**src/oric_glue_pkg.sv**
```systemverilog
`default_nettype none

package oric_glue_pkg;

	// download stream from the data_io side
	typedef struct packed {
		logic        downl;
		logic [7:0]  index;
		logic        wr;
		logic [24:0] addr;
		logic [7:0]  dout;
	} dl_write_t;

	typedef struct packed {
		logic [15:0] ram_ad;
		logic [7:0]  ram_d;
		logic        ram_cs;
		logic        ram_oe;
		logic        ram_we;
		logic [15:0] rom_ad;
		logic        rom_cs;
		logic        rom_ext_cs;
	} cpu_bus_t;

	// toggle request for sdram port 1
	typedef struct packed {
		logic        req;
		logic [15:0] a;     // word address
		logic [1:0]  ds;
		logic        we;
		logic [15:0] d;
	} mem_req_t;

	typedef struct packed {
		logic [13:0] mono;
		logic [11:0] a;
		logic [11:0] b;
		logic [11:0] c;
	} psg_t;

	typedef enum logic [1:0] {
		STEREO_OFF = 2'd0,
		STEREO_ABC = 2'd1,
		STEREO_ACB = 2'd2
	} stereo_e;

	typedef struct packed {
		logic        reset_req;
		logic        tape_play;
		logic        rom_sel;    // 1 = atmos
		logic [1:0]  scanlines;
		logic        disk_en;
		logic        write_prot;
		stereo_e     stereo;
		logic [1:0]  cpu_type;
	} osd_status_t;

	// bit positions in the osd status word
	localparam int ST_RESET     = 0;
	localparam int ST_TAPE_PLAY = 1;
	localparam int ST_ROM       = 3;
	localparam int ST_SCAN      = 4;
	localparam int ST_DISK      = 6;
	localparam int ST_WP        = 7;
	localparam int ST_STEREO    = 8;
	localparam int ST_CPU       = 10;

	localparam int RAM_BANK_BIT = 16;
	localparam logic [15:0] MICRODISK_BASE = 16'h8000;

	function automatic logic is_rom_index(input logic [7:0] idx);
		return (idx == 8'd0) || (idx == 8'd1);
	endfunction

	function automatic logic is_tap_index(input logic [7:0] idx);
		return idx == 8'd3;
	endfunction

endpackage

`default_nettype wire

```
**src/machine_ctrl.sv**
```systemverilog
`default_nettype none

module machine_ctrl import oric_glue_pkg::*; (
	input  wire               clk_72,
	input  wire               rst_n_i,
	input  wire [31:0]        status_i,
	input  wire               button_reset_i,
	input  wire dl_write_t    dl_i,
	input  wire               fd_led_i,
	input  wire               img_mounted_i,
	input  wire [31:0]        img_size_i,
	output osd_status_t       status_o,
	output logic              reset_o,
	output logic              disk_ready_o,
	output logic              led_o
);

	logic old_rom;
	logic old_disk;
	logic old_mounted;
	logic rom_downl;

	always_comb begin
		status_o.reset_req  = status_i[ST_RESET];
		status_o.tape_play  = status_i[ST_TAPE_PLAY];
		status_o.rom_sel    = ~status_i[ST_ROM];
		status_o.scanlines  = status_i[ST_SCAN +: 2];
		status_o.disk_en    = status_i[ST_DISK];
		status_o.write_prot = status_i[ST_WP];
		status_o.stereo     = stereo_e'(status_i[ST_STEREO +: 2]);
		status_o.cpu_type   = status_i[ST_CPU +: 2];
	end

	assign rom_downl = dl_i.downl & is_rom_index(dl_i.index);

	// machine held in reset one cycle after any of these
	always_ff @(posedge clk_72) begin
		if (!rst_n_i) begin
			old_rom  <= status_o.rom_sel;
			old_disk <= status_o.disk_en;
			reset_o  <= 1'b1;
		end else begin
			old_rom  <= status_o.rom_sel;
			old_disk <= status_o.disk_en;
			reset_o  <= status_o.reset_req | button_reset_i |
				(old_rom != status_o.rom_sel) |
				(old_disk != status_o.disk_en) | rom_downl;
		end
	end

	always_ff @(posedge clk_72) begin
		if (!rst_n_i) begin
			old_mounted  <= 1'b0;
			disk_ready_o <= 1'b0;
		end else begin
			old_mounted <= img_mounted_i;
			if (img_mounted_i && !old_mounted)
				disk_ready_o <= |img_size_i; // empty image means no disk
		end
	end

	assign led_o = ~fd_led_i & ~dl_i.downl; // low active

endmodule

`default_nettype wire

```
**src/main_mem_port.sv**
```systemverilog
`default_nettype none

module main_mem_port import oric_glue_pkg::*; (
	input  wire             clk_72,
	input  wire             rst_n_i,
	input  wire dl_write_t  dl_i,
	input  wire cpu_bus_t   cpu_i,
	input  wire             rom_atmos_i,
	output mem_req_t        mem1_o,
	input  wire [15:0]      mem1_q_i,
	output logic [7:0]      cpu_q_o
);

	logic        req;
	logic        we;
	logic [16:0] byte_ad;   // bit 16 set for ram
	logic [7:0]  din;

	logic        ram_we_old;
	logic        ram_oe_old;
	logic [15:0] ram_ad_old;
	logic        rom_cs_old;
	logic        rom_ext_cs_old;
	logic [15:0] rom_ad_old;

	logic        rom_downl;
	logic        ram_rd;
	logic        ram_wr;
	logic        ram_trig;
	logic        rom_trig;
	logic [16:0] rom_sd_ad;
	logic [7:0]  q_byte;

	assign rom_downl = dl_i.downl & is_rom_index(dl_i.index);
	assign ram_rd    = cpu_i.ram_cs & cpu_i.ram_oe;
	assign ram_wr    = cpu_i.ram_cs & cpu_i.ram_we;

	assign ram_trig = (ram_rd & ~ram_oe_old) | (ram_wr & ~ram_we_old) |
		(ram_rd & (cpu_i.ram_ad != ram_ad_old));
	assign rom_trig = (cpu_i.rom_cs & ~rom_cs_old) | (cpu_i.rom_ext_cs & ~rom_ext_cs_old) |
		((cpu_i.rom_cs | cpu_i.rom_ext_cs) & (cpu_i.rom_ad != rom_ad_old));

	// 0000-7fff oric-1 / atmos, 8000-9fff microdisk
	assign rom_sd_ad = cpu_i.rom_cs ? {2'b00, rom_atmos_i, cpu_i.rom_ad[13:0]} :
		{1'b0, MICRODISK_BASE | {3'b000, cpu_i.rom_ad[12:0]}};

	always_ff @(posedge clk_72) begin
		if (!rst_n_i) begin
			req            <= 1'b0;
			we             <= 1'b0;
			ram_we_old     <= 1'b0;
			ram_oe_old     <= 1'b0;
			rom_cs_old     <= 1'b0;
			rom_ext_cs_old <= 1'b0;
		end else begin
			ram_we_old     <= ram_wr;
			ram_oe_old     <= ram_rd;
			rom_cs_old     <= cpu_i.rom_cs;
			rom_ext_cs_old <= cpu_i.rom_ext_cs;
			if (rom_downl) begin
				if (dl_i.wr) begin
					req <= ~req;
					we  <= 1'b1;
				end
			end else if (rom_trig) begin
				req <= ~req; // rom fetch beats a ram access
				we  <= 1'b0;
			end else if (ram_trig) begin
				req <= ~req;
				we  <= cpu_i.ram_we;
			end
		end
	end

	always_ff @(posedge clk_72) begin
		ram_ad_old <= cpu_i.ram_ad;
		rom_ad_old <= cpu_i.rom_ad;
		if (rom_downl) begin
			if (dl_i.wr) begin
				byte_ad <= dl_i.addr[16:0];
				din     <= dl_i.dout;
			end
		end else if (rom_trig) begin
			byte_ad <= rom_sd_ad;
		end else if (ram_trig) begin
			byte_ad <= 17'(cpu_i.ram_ad) | (17'd1 << RAM_BANK_BIT);
			din     <= cpu_i.ram_d;
		end
	end

	assign mem1_o.req = req;
	assign mem1_o.a   = byte_ad[16:1];
	assign mem1_o.ds  = we ? (byte_ad[0] ? 2'b10 : 2'b01) : 2'b11;
	assign mem1_o.we  = we;
	assign mem1_o.d   = {din, din};

	assign q_byte = byte_ad[0] ? mem1_q_i[15:8] : mem1_q_i[7:0];

	// nothing selected reads as zero
	assign cpu_q_o = (cpu_i.ram_cs | cpu_i.rom_cs | cpu_i.rom_ext_cs) ? q_byte : 8'd0;

endmodule

`default_nettype wire

```
**src/tape_fetch.sv**
```systemverilog
`default_nettype none

module tape_fetch import oric_glue_pkg::*; #(
	parameter int TAPE_ADDR_W = 24
) (
	input  wire                     clk_72,
	input  wire                     rst_n_i,
	input  wire dl_write_t          dl_i,
	output logic                    tap_req_o,
	output logic                    tap_we_o,
	output logic [TAPE_ADDR_W-2:0]  tap_a_o,
	output logic [1:0]              tap_ds_o,
	output logic [15:0]             tap_d_o,
	input  wire                     tap_ack_i,
	input  wire [15:0]              tap_q_i,
	input  wire                     byte_req_i,
	input  wire [TAPE_ADDR_W-1:0]   byte_addr_i,
	output logic                    byte_ack_o,
	output logic [7:0]              byte_o,
	output logic [TAPE_ADDR_W-1:0]  tape_last_o
);

	logic                   tap_downl;
	logic                   port_idle;
	logic                   byte_pend;
	logic                   rd_issued;  // read sent and waiting for the next idle slot
	logic [TAPE_ADDR_W-1:0] wr_ad;
	logic [7:0]             wr_d;

	assign tap_downl = dl_i.downl & is_tap_index(dl_i.index);
	assign port_idle = tap_req_o == tap_ack_i;
	assign byte_pend = byte_req_i ^ byte_ack_o;

	always_ff @(posedge clk_72) begin
		if (!rst_n_i) begin
			tap_req_o   <= 1'b0;
			tap_we_o    <= 1'b0;
			byte_ack_o  <= 1'b0;
			rd_issued   <= 1'b0;
			tape_last_o <= '0;
		end else if (tap_downl) begin
			rd_issued <= 1'b0;
			if (dl_i.wr) begin
				tap_req_o   <= ~tap_req_o;
				tap_we_o    <= 1'b1;
				tape_last_o <= dl_i.addr[TAPE_ADDR_W-1:0];
			end
		end else begin
			tap_we_o <= 1'b0;
			if (byte_pend && port_idle) begin
				if (!rd_issued) begin
					if (byte_addr_i <= tape_last_o) begin // past the end stays pending
						tap_req_o <= ~tap_req_o;
						rd_issued <= 1'b1;
					end
				end else begin
					byte_ack_o <= byte_req_i;
					rd_issued  <= 1'b0;
				end
			end
		end
	end

	// write payload held for the sdram side
	always_ff @(posedge clk_72) begin
		if (tap_downl && dl_i.wr) begin
			wr_ad <= dl_i.addr[TAPE_ADDR_W-1:0];
			wr_d  <= dl_i.dout;
		end
	end

	assign tap_a_o  = tap_we_o ? wr_ad[TAPE_ADDR_W-1:1] : byte_addr_i[TAPE_ADDR_W-1:1];
	assign tap_ds_o = tap_we_o ? (wr_ad[0] ? 2'b10 : 2'b01) : 2'b11;
	assign tap_d_o  = {wr_d, wr_d};

	assign byte_o = byte_addr_i[0] ? tap_q_i[15:8] : tap_q_i[7:0];

endmodule

`default_nettype wire

```
**src/psg_stereo_mix.sv**
```systemverilog
`default_nettype none

module psg_stereo_mix import oric_glue_pkg::*; (
	input  wire           clk_72,
	input  wire           rst_n_i,
	input  wire psg_t     psg_i,
	input  wire stereo_e  stereo_i,
	output logic [15:0]   audio_l_o,
	output logic [15:0]   audio_r_o
);

	logic [15:0] a_ext;
	logic [15:0] b_ext;
	logic [15:0] c_ext;
	logic [15:0] mono_ext;

	assign a_ext    = {2'b00, psg_i.a, 2'b00};
	assign b_ext    = {2'b00, psg_i.b, 2'b00};
	assign c_ext    = {2'b00, psg_i.c, 2'b00};
	assign mono_ext = {1'b0, psg_i.mono, 1'b0};

	always_ff @(posedge clk_72) begin
		if (!rst_n_i) begin
			audio_l_o <= '0;
			audio_r_o <= '0;
		end else begin
			case (stereo_i)
				STEREO_ABC: begin
					audio_l_o <= a_ext + b_ext;
					audio_r_o <= c_ext + b_ext;
				end
				STEREO_ACB: begin
					audio_l_o <= a_ext + c_ext;
					audio_r_o <= c_ext + b_ext; // east europe layout
				end
				default: begin
					audio_l_o <= mono_ext;
					audio_r_o <= mono_ext;
				end
			endcase
		end
	end

endmodule

`default_nettype wire

```
**src/oric_board_glue.sv**
```systemverilog
`default_nettype none

module oric_board_glue import oric_glue_pkg::*; #(
	parameter int TAPE_ADDR_W = 24   // 23 on the 8 MB sdram
) (
	input  wire                     clk_72,
	input  wire                     rst_n_i,
	input  wire [31:0]              status_i,
	input  wire                     button_reset_i,
	input  wire dl_write_t          dl_i,
	input  wire cpu_bus_t           cpu_i,
	output logic [7:0]              cpu_q_o,
	input  wire psg_t               psg_i,
	input  wire                     fd_led_i,
	input  wire                     img_mounted_i,
	input  wire [31:0]              img_size_i,
	output mem_req_t                mem1_o,
	input  wire [15:0]              mem1_q_i,
	output logic                    tap_req_o,
	output logic                    tap_we_o,
	output logic [TAPE_ADDR_W-2:0]  tap_a_o,
	output logic [1:0]              tap_ds_o,
	output logic [15:0]             tap_d_o,
	input  wire                     tap_ack_i,
	input  wire [15:0]              tap_q_i,
	input  wire                     byte_req_i,
	input  wire [TAPE_ADDR_W-1:0]   byte_addr_i,
	output logic                    byte_ack_o,
	output logic [7:0]              byte_o,
	output logic [TAPE_ADDR_W-1:0]  tape_last_o,
	output logic                    reset_o,
	output logic                    disk_ready_o,
	output logic [1:0]              cpu_type_o,
	output logic                    write_protect_o,
	output logic                    tape_play_o,
	output logic [15:0]             audio_l_o,
	output logic [15:0]             audio_r_o,
	output logic                    led_o
);

	osd_status_t osd;

	machine_ctrl u_machine_ctrl (
		.clk_72         (clk_72),
		.rst_n_i        (rst_n_i),
		.status_i       (status_i),
		.button_reset_i (button_reset_i),
		.dl_i           (dl_i),
		.fd_led_i       (fd_led_i),
		.img_mounted_i  (img_mounted_i),
		.img_size_i     (img_size_i),
		.status_o       (osd),
		.reset_o        (reset_o),
		.disk_ready_o   (disk_ready_o),
		.led_o          (led_o)
	);

	main_mem_port u_main_mem_port (
		.clk_72      (clk_72),
		.rst_n_i     (rst_n_i),
		.dl_i        (dl_i),
		.cpu_i       (cpu_i),
		.rom_atmos_i (osd.rom_sel),
		.mem1_o      (mem1_o),
		.mem1_q_i    (mem1_q_i),
		.cpu_q_o     (cpu_q_o)
	);

	tape_fetch #(
		.TAPE_ADDR_W (TAPE_ADDR_W)
	) u_tape_fetch (
		.clk_72      (clk_72),
		.rst_n_i     (rst_n_i),
		.dl_i        (dl_i),
		.tap_req_o   (tap_req_o),
		.tap_we_o    (tap_we_o),
		.tap_a_o     (tap_a_o),
		.tap_ds_o    (tap_ds_o),
		.tap_d_o     (tap_d_o),
		.tap_ack_i   (tap_ack_i),
		.tap_q_i     (tap_q_i),
		.byte_req_i  (byte_req_i),
		.byte_addr_i (byte_addr_i),
		.byte_ack_o  (byte_ack_o),
		.byte_o      (byte_o),
		.tape_last_o (tape_last_o)
	);

	psg_stereo_mix u_psg_stereo_mix (
		.clk_72    (clk_72),
		.rst_n_i   (rst_n_i),
		.psg_i     (psg_i),
		.stereo_i  (osd.stereo),
		.audio_l_o (audio_l_o),
		.audio_r_o (audio_r_o)
	);

	// osd fields going to the core
	assign cpu_type_o      = osd.cpu_type;
	assign write_protect_o = osd.write_prot;
	assign tape_play_o     = osd.tape_play;

endmodule

`default_nettype wire

```
**config.mk**
```make
export PLATFORM = sky130hd
export DESIGN_NAME = oric_board_glue
export DESIGN_NICKNAME = d
export VERILOG_FILES = /design/src/oric_glue_pkg.sv /design/src/machine_ctrl.sv /design/src/main_mem_port.sv /design/src/tape_fetch.sv /design/src/psg_stereo_mix.sv /design/src/oric_board_glue.sv
export SDC_FILE = /design/constraint.sdc
export NUM_CORES = 1
export LEC_CHECK = 0
export CORE_AREA = 2 2 165 167
export CTS_CLUSTER_DIAMETER = 80
export DETAILED_ROUTE_END_ITERATION = 12
export DIE_AREA = 0 0 167 169
export DONT_BUFFER_PORTS = 1
export PLACE_DENSITY = 0.46
export SETUP_SLACK_MARGIN = 0.15
export SLEW_MARGIN = 20
export SYNTH_ARGS = -nofsm -noshare
export SYNTH_HDL_FRONTEND = slang
export SYNTH_SLANG_ARGS = --single-unit
```
**constraint.sdc**
```tcl
create_clock -name clk_72 -period 3.7 [get_ports clk_72]
set_input_delay 0 -clock clk_72 [delete_from_list [all_inputs] [get_ports clk_72]]
set_output_delay 0 -clock clk_72 [all_outputs]
set_load 0.05 [all_outputs]
```
==> flow_summary.ini <==
[run_status]
outcome = finished clean

[timing]
tns_ns = 0
clock.fmax_ghz = 0.3255
period_share_pct = 83.04
rsz0062_at_grt = no
worst_clock_skew_ns = 0.01289
setup_viol = 0
max_slew_margin_pct = 33.12
finalCriticalPeriod_ns = 3.072
tightest_slew_ns = 1.002
drv_slew = 0
hold_viol = 0

[cts]
htreeDepth = 4
clk_latency_ns = 0.43
clock_path_buffers = 2
tritoncts = yes
cts-root-buf = clkbuf_16
cts_sinks = 155
numCtsBuffers = 17
clk_pin_slew_ns = 0.07

[synthesis]
synth_top_area_cell = dfxtp_1
netlist_top_cells_count = 122 x nand2_1, 98 x dfxtp_1, 57 x edfxtp_1
ys_ff_latch = 155
synth.most_common_cell = nand2_1
synth_cells = 820
synth.avg_cell_area_sq_um = 9.956
synthFlopType = dfxtp_1
yosys-top-cells-area = dfxtp_1 24%, edfxtp_1 21%, ha_1 7.7%, mux2_2 5.9%, nand2_1 5.6%
yosys_warnings = 0
synth_top_area_share_pct = 24.03
synth-edff-count = 57
syn_area_sq_um = 8164
synthDistinctLibCells = 53
ys_seq_area_share_pct = 45.00
async_flop_share_pct = 0

[placed_design]
gp_congestion = 0.8388
dp_hpwl_um = 19320
portBuffers = 0

[worst_setup_path]
required_ns = 4.06
crit_cells = 10
critPathLaunchType = flip-flop
crit_fanout = 3
cp-end-kind = flip-flop
rr_worst_depth = 10
path_cells = inv_1, ha_1, nand2_1, o21ai_0, a22o_1, a2111oi_0, a22o_1, nand2_1, a21oi_1, dlygate4sd3_1
worstSetupPathType = reg -> reg
r2r_setup_slack_ns = 0.63
crit_buf_inv = 2
critPathTopFamily = compound AO/OA/AOI/OAI gates
critPathMaxStageDelay_ns = 0.68
critPathSlowestCell = dfxtp_1
arrival_ns = 3.43

[hold_path]
hold_depth = 0
min_path_type = in -> out

[power]
leakage_nw = 3.847
fin_total_pwr_mw = 4.582
ir_worst_vdd_mv = 0.2665
p_per_area_nw_per_um2 = 450.1

[die]
io_pins = 424
start_util_pct = 30.81
rows = 60
core-area_sq_um = 26500
die_area_sq_um = 28220
die_height_um = 169
fp.dieW_um = 167

[route]
vias = 6249
avgRoutedWirePerCell_um = 20.62
drt_iter0_markers = 225
wl_um = 26140
ant_nets = 0
firstDrtPassIters = 4
avgViaCountPerCell = 4.928
drc_errors = 0

[cells_and_area]
nets = 1231
antenna-diode-count = 0
num-fill-cells = 2651
drive_gt1_share_pct = 11.33
syn_to_final_growth_pct = 24.70

[grt]
grt_pass1_wl_um = 38690
grt_pass1_vias = 6412
grt_max_degree = 64
gr-usage-all-layers_pct = 18.19
overflow = 0
antenna_found_initial = 1

[flow_run]
maxCapViolCount = 0
registers in the layout, summed over array words and instances, names as in the netlist:
name	cells
u_tape_fetch.wr_ad	24
u_main_mem_port.req	1
u_tape_fetch.tap_req_o	1
u_machine_ctrl.old_rom	1
u_machine_ctrl.reset_o	1
u_main_mem_port.byte_ad	17
u_psg_stereo_mix.audio_l_o	14
u_machine_ctrl.old_mounted	1
u_main_mem_port.ram_we_old	1
u_machine_ctrl.disk_ready_o	1
u_tape_fetch.tape_last_o	24
u_main_mem_port.ram_oe_old	1
u_main_mem_port.we	1
u_tape_fetch.tap_we_o	1
u_main_mem_port.ram_ad_old	16
u_main_mem_port.rom_ext_cs_old	1
u_psg_stereo_mix.audio_r_o	13
u_machine_ctrl.old_disk	1
u_main_mem_port.rom_cs_old	1
u_tape_fetch.wr_d	8
u_main_mem_port.din	8
u_tape_fetch.rd_issued	1
u_tape_fetch.byte_ack_o	1
u_main_mem_port.rom_ad_old	16
through the flow:
stage / area, sq um / setup slack, ns / instances / utilization (%) / hold WS [ns]
after floorplan: 8175 / 1.207 / 823 / - / 0.02772
after global placement: 8287 / 0.9952 / 1108 / 31.27 / 0.0003409
after global routing: 10180 / 0.3799 / 1268 / 38.42 / 0.00007276
final: 10180 / 0.6275 / 1268 / 38.42 / 0.00001929
after detailed placement: 8287 / 0.9091 / 1108 / 31.27 / 0.0003409
after CTS: 10180 / 0.6192 / 1268 / 38.42 / 0.0003409
final cells by class:
cell class              instances  area [sq um]  share of cell area [%]
clock buffers                  17         425.4                   4.178
multi-input cells             560          3926                   38.56
flip-flops and latches        155          3675                   36.09
well taps                     341         426.7                   4.191
inverters                      35         131.4                   1.290
clock inverters                15         170.2                   1.671
repair buffers                145          1426                   14.01
what timing repair did:
action / in CTS / in global routing
hold buffers: 128 / 0
endpoints found under the hold margin: 155 / 0
gates resized for setup: 0 / 0
buffers inserted: 0 / 0
worst register-to-register path, delay by kind of cell, from the launching register on:
| family | cells | cell delay, ns |
|---|---|---|
| AO/OA/AOI/OAI | 5 | 1.24 |
| flip-flops | 1 | 0.68 |
| buffers and inverters | 2 | 0.65 |
| adder cells (fa/ha/maj) | 1 | 0.31 |
| AND/OR/NAND/NOR | 2 | 0.14 |
where the power goes:
group	internal [mW]	switching, mW
combinational	0.310	0.388
clock	0.909	0.859
sequential	1.85	0.263
total	3.07	1.51
layer usage:
| metal | vias to the layer above | GRT usage (%) | part of all wire, % |
|---|---|---|---|
| met5 | - | 0 | 0.038 |
| met4 | 2 | 4.610 | 1.4 |
| met3 | 23 | 7.201 | 8.9 |
| met2 | 255 | 30.52 | 48 |
| met1 | 2951 | 21.81 | 42 |
| li1 | 3018 | - | - |
placed cells by master (no fill, tap or decap), types with 5 or more instances in the layout:
cell type,n
and2_1,15
edfxtp_1,57
a21boi_1,19
dfxtp_1,97
dlygate4sd3_1,127
clkbuf_16,17
inv_1,34
nand3_1,15
nand4_1,16
a21oi_1,26
nand2b_1,16
mux2i_1,25
nor3_1,6
a21boi_0,10
ha_1,50
a21o_1,8
xor2_1,23
or3_1,5
o21ai_1,14
nand2_1,122
buf_4,17
mux2_2,43
xnor2_1,30
nor2b_1,5
nor2_1,24
nor4_1,13
o21ai_0,31
worst paths after layout:
check	from	to
setup / recovery	u_tape_fetch.tape_last_o[10]	u_tape_fetch.rd_issued
hold / removal	status_i[7]	write_protect_o
setup reg to reg	u_tape_fetch.tape_last_o[10]	u_tape_fetch.rd_issued
hold reg to reg	u_machine_ctrl.old_mounted	u_machine_ctrl.disk_ready_o
logic make-up after synthesis:
family	count (synthesis)	synth area share, %
AND/OR/NAND/NOR	249	14.68
XOR/XNOR	53	5.686
other	1	0.04593
buffers and inverters	108	7.111
AO/OA/AOI/OAI	134	10.33
multiplexers	68	8.996
flip-flops	155	45.00
adder cells (fa/ha/maj)	52	8.153
Note: power is estimated with default switching activity, not from simulation.
